`src/design/icache_defines.svh`:
```
/* icache geometry, RV32 opcodes, immediate widths and AXI4-Lite register offsets */

`ifndef ICACHE_DEFINES_SVH
`define ICACHE_DEFINES_SVH

// cache geometry, one instruction per line
`define ICACHE_TAG_W   12
`define ICACHE_ENTRIES 256
`define ICACHE_ADDR_W  8

// word PC is tag plus index, at least 20 bits for the JAL low field
`define PC_W    20
`define INSTR_W 32

// predecoded immediates, byte granularity with bit 0 always zero
`define BIMM_W 13
`define JIMM_W 21

// RV32 major opcodes
`define OP_BRANCH 7'b1100011
`define OP_JAL    7'b1101111
`define OP_JALR   7'b1100111

// register block byte offsets
`define AXIL_ADDR_W    4
`define REG_FILL_PC    4'h0
`define REG_FILL_INSTR 4'h4
`define REG_CTRL       4'h8
`define REG_MISS_CNT   4'hC

`endif

```
`src/design/icache_pkg.sv`:
```
/* icache types: instruction fields, cache line, fill write, AXI4-Lite channels,
   plus the branch and JAL immediate extract helpers shared by fill and fetch */

`include "icache_defines.svh"

package icache_pkg;

  // RV32 instruction, opcode in the low bits
  typedef struct packed {
    logic [6:0] funct7;
    logic [4:0] rs2;
    logic [4:0] rs1;
    logic [2:0] funct3;
    logic [4:0] rd;
    logic [6:0] op;
  } instr_s;

  // one cache line
  // sign and carry describe how to fix up the upper PC on fetch
  typedef struct packed {
    logic                     lower_sign;
    logic                     lower_cout;
    logic [`ICACHE_TAG_W-1:0] tag;
    instr_s                   instr;
  } icache_line_s;

  // fill write from the register block
  typedef struct packed {
    logic [`PC_W-1:0] pc;
    instr_s           instr;
  } icache_fill_s;

  // AXI4-Lite master to slave
  typedef struct packed {
    logic [`AXIL_ADDR_W-1:0] awaddr;
    logic                    awvalid;
    logic [31:0]             wdata;
    logic                    wvalid;
    logic                    bready;
    logic [`AXIL_ADDR_W-1:0] araddr;
    logic                    arvalid;
    logic                    rready;
  } axil_req_s;

  // AXI4-Lite slave to master
  typedef struct packed {
    logic        awready;
    logic        wready;
    logic [1:0]  bresp;
    logic        bvalid;
    logic        arready;
    logic [31:0] rdata;
    logic [1:0]  rresp;
    logic        rvalid;
  } axil_rsp_s;

  // B-type immediate, {imm[12], imm[11], imm[10:5], imm[4:1], 0}
  function automatic logic [`BIMM_W-1:0] bimm_extract(instr_s i);
    logic [31:0] w;
    w = i;
    return {w[31], w[7], w[30:25], w[11:8], 1'b0};
  endfunction

  // J-type immediate, {imm[20], imm[19:12], imm[11], imm[10:1], 0}
  function automatic logic [`JIMM_W-1:0] jimm_extract(instr_s i);
    logic [31:0] w;
    w = i;
    return {w[31], w[19:12], w[20], w[30:21], 1'b0};
  endfunction

endpackage

```
`src/design/icache_axil_regs.sv`:
```
/* AXI4-Lite register block: fill PC, fill instruction, flush control
   and a read-only miss counter */

`include "icache_defines.svh"

module icache_axil_regs
  import icache_pkg::*;
(
  input  logic         clk_i,
  input  logic         reset_i,
  input  axil_req_s    axil_req_i,
  output axil_rsp_s    axil_rsp_o,
  input  logic         miss_v_i,
  output logic         fill_v_o,
  output icache_fill_s fill_o,
  output logic         flush_o
);

  localparam logic [1:0] RESP_OKAY   = 2'b00;
  localparam logic [1:0] RESP_SLVERR = 2'b10;

  logic                  wr_start;
  logic                  rd_start;
  logic                  wr_mapped;
  logic                  rd_mapped;
  logic [31:0]           rd_word;

  logic                  awready_r;
  logic                  bvalid_r;
  logic [1:0]            bresp_r;
  logic                  arready_r;
  logic                  rvalid_r;
  logic [1:0]            rresp_r;
  logic [31:0]           rdata_r;
  logic                  fill_v_r;
  logic                  flush_r;
  logic [`PC_W-1:0]      fill_pc_r;
  logic [`INSTR_W-1:0]   fill_instr_r;
  logic [31:0]           miss_cnt_r;

  // address and data must both be present
  // held off while a write response is still pending
  assign wr_start = axil_req_i.awvalid & axil_req_i.wvalid & ~awready_r & ~bvalid_r;
  assign rd_start = axil_req_i.arvalid & ~arready_r & ~rvalid_r;

  // only word-aligned offsets are mapped
  assign wr_mapped = (axil_req_i.awaddr[1:0] == 2'b00);
  assign rd_mapped = (axil_req_i.araddr[1:0] == 2'b00);

  // write channel
  // side effects fire in the cycle awready and wready are high
  always_ff @(posedge clk_i) begin
    if (reset_i) begin
      awready_r <= 1'b0;
      bvalid_r  <= 1'b0;
      fill_v_r  <= 1'b0;
      flush_r   <= 1'b0;
      fill_pc_r <= '0;
    end else begin
      awready_r <= wr_start;
      fill_v_r  <= wr_start & (axil_req_i.awaddr == `REG_FILL_INSTR);
      flush_r   <= wr_start & (axil_req_i.awaddr == `REG_CTRL) & axil_req_i.wdata[0];
      if (wr_start & (axil_req_i.awaddr == `REG_FILL_PC)) begin
        fill_pc_r <= axil_req_i.wdata[`PC_W-1:0];
      end
      if (awready_r) begin
        bvalid_r <= 1'b1;
      end else if (axil_req_i.bready) begin
        bvalid_r <= 1'b0;
      end
    end
  end

  // write payload
  always_ff @(posedge clk_i) begin
    if (wr_start) begin
      bresp_r <= wr_mapped ? RESP_OKAY : RESP_SLVERR;
      if (axil_req_i.awaddr == `REG_FILL_INSTR) begin
        fill_instr_r <= axil_req_i.wdata;
      end
    end
  end

  // miss counter, wraps, writes to it are dropped
  always_ff @(posedge clk_i) begin
    if (reset_i) begin
      miss_cnt_r <= '0;
    end else if (miss_v_i) begin
      miss_cnt_r <= miss_cnt_r + 32'd1;
    end
  end

  // read mux
  always_comb begin
    case (axil_req_i.araddr)
      `REG_FILL_PC:    rd_word = 32'(fill_pc_r);
      `REG_FILL_INSTR: rd_word = fill_instr_r;
      `REG_MISS_CNT:   rd_word = miss_cnt_r;
      default:         rd_word = '0;
    endcase
  end

  // read channel
  always_ff @(posedge clk_i) begin
    if (reset_i) begin
      arready_r <= 1'b0;
      rvalid_r  <= 1'b0;
    end else begin
      arready_r <= rd_start;
      if (arready_r) begin
        rvalid_r <= 1'b1;
      end else if (axil_req_i.rready) begin
        rvalid_r <= 1'b0;
      end
    end
  end

  // data captured at the address handshake
  always_ff @(posedge clk_i) begin
    if (arready_r) begin
      rdata_r <= rd_mapped ? rd_word : '0;
      rresp_r <= rd_mapped ? RESP_OKAY : RESP_SLVERR;
    end
  end

  assign axil_rsp_o = '{
    awready: awready_r,
    wready:  awready_r,
    bresp:   bresp_r,
    bvalid:  bvalid_r,
    arready: arready_r,
    rdata:   rdata_r,
    rresp:   rresp_r,
    rvalid:  rvalid_r
  };

  assign fill_v_o = fill_v_r;
  assign fill_o   = '{pc: fill_pc_r, instr: fill_instr_r};
  assign flush_o  = flush_r;

endmodule

```
`config.mk`:
```
export PLATFORM = sky130hd
export DESIGN_NAME = icache_axil_regs
export DESIGN_NICKNAME = d
export VERILOG_FILES = /design/src/design/icache_pkg.sv /design/src/design/icache_axil_regs.sv
export VERILOG_INCLUDE_DIRS = /design/src /design/src/design
export SDC_FILE = /design/constraint.sdc
export NUM_CORES = 1
export LEC_CHECK = 0
export BUFFER_PORTS_ARGS = -buffer_cell sky130_fd_sc_hd__buf_2
export CAP_MARGIN = 5
export CORE_ASPECT_RATIO = 1.1
export CORE_MARGIN = 1.5
export CORE_UTILIZATION = 54
export CTS_BUF_LIST = sky130_fd_sc_hd__clkbuf_2
export CTS_CLUSTER_SIZE = 10
export DETAILED_ROUTE_END_ITERATION = 12
export PLACE_DENSITY = 0.89
export SYNTH_ARGS = -nofsm -noshare
export SYNTH_HDL_FRONTEND = slang
export SYNTH_SLANG_ARGS = --single-unit
```
`constraint.sdc`:
```
create_clock -name clk_i -period 4.75 [get_ports clk_i]
set_input_delay 0.95 -clock clk_i [delete_from_list [all_inputs] [get_ports clk_i]]
set_output_delay 0.95 -clock clk_i [all_outputs]
set_load 0.02 [all_outputs]
```
==> metrics.md <==
| Metric | Value |
|---|---|
| Cell count after synthesis | 478 |
| Cell breakdown of the critical path | buf_2 |
| FF-to-FF Start | miss_cnt_r[0] |
| CTS clk-pin slew, worst paths | 0.23 ns |
| Mean area per synthesized cell | 10.7 µm² |
| Top_reg_cell synth | edfxtp_1 |
| Hold_sp | axil_req_i[12] |
| Met3 WL | 894 µm |
| GPL Wtd Cong | 0.826 |
| Async S/R FF share, synth | 0 |
| Yosys warns | 0 |
| Largest net degree at the start of global routing | 59 |
| Power per cell area | 339 nW/µm² |
| Nets@finish | 653 |
| Setup Total Neg Slack | 0 ns |
| Period utilization | 0.609 |
| Maximum clock path buffer count | 2 |
| Via count | 4014 |
| Flops & latches, synth | 124 |
| Final Setup Violations | 0 |
| Routed length on met2 | 5.94 mm |
| Clk root buf | clkbuf_2 |
| CP delay by family, top | flip-flops |
| Vert. Die Dim | 105 µm |
| Final wirelength | 11.4 mm |
| Reg2Reg Depth | 5 |
| Overflow after GRT | 0 |
| DP Wirelength | 7.83 mm |
| Post-CTS Setup Inserts | 0 |
| Initial core utilization | 0.565 |
| Top Metal Used | met4 |
| Final Instance Count excl. Fillers | 731 |
| Vias in the first global route | 3847 |
| Cts bufs inserted | 17 |
| Worst reg2reg setup slack | 2.47 ns |
| Register share of total power | 0.563 |
| Post-cts hold buffer count | 0 |
| Crit path time final | 2.89 ns |
| Drc violations | 0 |
| Hold depth | 1 |
| Unique masters post-synth | 33 |
| Maxcap violations | 0 |
| Buf/Inv on CP | 1 |
| Initial antenna violation count | 0 |
| Final-report hold violation count | 0 |
| Crit-path max FO | 36 |
| RSZ-0062 raised after global routing | false |
| Switching power | 0.000513 W |
| Worst path max stage delay | 0.97 ns |
| Layout Skew | 0.0415 ns |
| Routed Antenna Nets | 0 |
| Number of H-tree levels | 4 |
| Rel. slew slack | 0.286 |
| CP Launch Type | register |
| Ant diodes | 0 |
| Clock tree sinks | 124 |
| Post-synth EDFFs | 66 |
| Length of routed wiring on met1 | 4.45 mm |
| Number of gates resized after cts | 0 |
| DR vias/cell | 5.49 |
| Status | completed |
| Measured slew at the worst slew-check pin | 1.07 ns |
| Slew Viols, Final | 0 |
| Worst setup EP type | output port |
| Area grow syn2layout | 19.7% |
| Placeable Area | 9010 µm² |
| Die W | 95.6 µm |
| Fmax achieved | 0.346 GHz |
| Mapped Area | 5090 µm² |
| Routed length per instance | 15.5 µm |
| Peak VDD IR | 299 µV |
| Clock Latency Late Sink | 0.65 ns |
| I/O pin count | 143 |
| Number of instances in the placed design | 699 |
| Clk pwr share | 0.379 |
| FF-to-FF End | miss_cnt_r[28] |
| Most common cell after layout, fill and taps aside | buf_2 |
| DR pass1 iterations | 5 |
| Worst hold path type | primary input to register |
| Most frequent cells in the layout | 140 x buf_2, 66 x nor2_1, 66 x edfxtp_1 |
| DR iter-0 viols | 189 |
| Comb power frac | 0.058 |
| Worst Path Arrival | 1.94 ns |
| Site Rows | 36 |
| Register area share after synthesis | 0.617 |
| Die Area | 10000 µm² |
| CP max stage cell | dfxtp_2 |
| Worst Hold Path EP | fill_instr_r[4] |
| I/O Buffers | 140 |
| First-pass GRT wire length | 18.0 mm |
| Setup CP Type | register to output port |
| Switching Fraction | 0.248 |
| CTS tree | done |
| Cell count along the critical path | 1 |
| Worst path required time | 3.80 ns |
| Layout cell share with drive strength beyond 1 | 0.298 |
| Tot GR Track Use | 0.234 |
| Int Pwr | 0.00155 W |
| Pleak | 2.37 nW |
-- worst max path at each step --
stage | startpoint | endpoint | slack, ns
2_1_floorplan | axil_req_i[42] | fill_instr_r[0] | 0.29
3_3_place_gp | miss_v_i | miss_cnt_r[31] | 2.09
3_5_place_dp | miss_v_i | miss_cnt_r[28] | 2.05
4_1_cts | arready_r | axil_rsp_o[35] | 1.79
5_1_grt | arready_r | axil_rsp_o[35] | 1.70
6_report | arready_r | axil_rsp_o[35] | 1.86
-- state kept, by name, indices dropped and copies added, names as in the netlist --
name,cells
bvalid_r,1
rresp_r,1
rvalid_r,1
awready_r,1
fill_pc_r,20
arready_r,1
rdata_r,32
fill_v_o,1
miss_cnt_r,32
flush_o,1
bresp_r,1
fill_instr_r,32
-- through the flow --
| stage | setup slack [ns] | hold slack [ns] | power (W) | area [µm²] | util |
|---|---|---|---|---|---|
| 4_1_cts | 1.79 | 0.383 | 0.00208 | 6090 | 0.676 |
| 3_3_place_gp | 2.09 | 0.443 | 0.00130 | 5800 | 0.644 |
| 5_1_grt | 1.70 | 0.341 | 0.00214 | 6090 | 0.676 |
| 3_5_place_dp | 2.05 | 0.447 | 0.00131 | 5800 | 0.644 |
| 2_1_floorplan | 0.292 | 0.425 | 0.00126 | 5090 | - |
| 6_report | 1.86 | 0.459 | 0.00207 | 6090 | 0.676 |
-- synthesized netlist by cell type (2+ instances only) --
cell	instances	area share
nor4_1	2	0.0025
dfxtp_1	58	0.23
o31ai_1	13	0.019
or3_2	2	0.0029
and4_1	4	0.0069
a21oi_1	64	0.063
xor2_1	5	0.0086
edfxtp_1	66	0.39
or3_1	7	0.0086
buf_1	2	0.0015
xnor2_1	4	0.0069
or2_2	3	0.0037
nand2_1	53	0.039
buf_4	7	0.010
and3_1	3	0.0037
mux2i_1	33	0.065
or4_1	16	0.024
nand3_1	9	0.0088
clkbuf_1	26	0.019
nor2_1	66	0.049
o21ai_0	9	0.0088
nand4_1	8	0.0098
inv_1	8	0.0059
-- routing by layer --
layer | vias up | global-route usage
met2 | 160 | 0.399
met1 | 1889 | 0.273
met4 | 0 | 0.0735
li1 | 1958 | -
met3 | 7 | 0.0779
met5 | - | 0
-- final cells by class --
type	count	area [µm²]
inverters	8	30.0
clock inverters	14	204
well taps	114	143
clock buffers	18	90.1
flip-flops and latches	124	3140
repair buffers	143	723
fillers	711	2920
multi-input cells	310	1760
-- power by group through the flow --
stage / logic (W) / registers [W] / clock network (W)
floorplan: 0.0000555 / 0.00120 / 0
global placement: 0.000117 / 0.00119 / 0
detailed placement: 0.000120 / 0.00119 / 0
CTS: 0.000121 / 0.00116 / 0.000797
global route: 0.000130 / 0.00117 / 0.000846
finish: 0.000120 / 0.00116 / 0.000783
-- logic make-up after synthesis --
family,count (synthesis),synth area share
flip-flops,124,0.617
adder cells (fa/ha/maj),1,0.00246
other,1,0.000737
AO/OA/AOI/OAI,86,0.0909
XOR/XNOR,9,0.0155
AND/OR/NAND/NOR,179,0.168
multiplexers,33,0.0649
buffers and inverters,45,0.0401
Note: power is estimated with default switching activity, not from simulation.
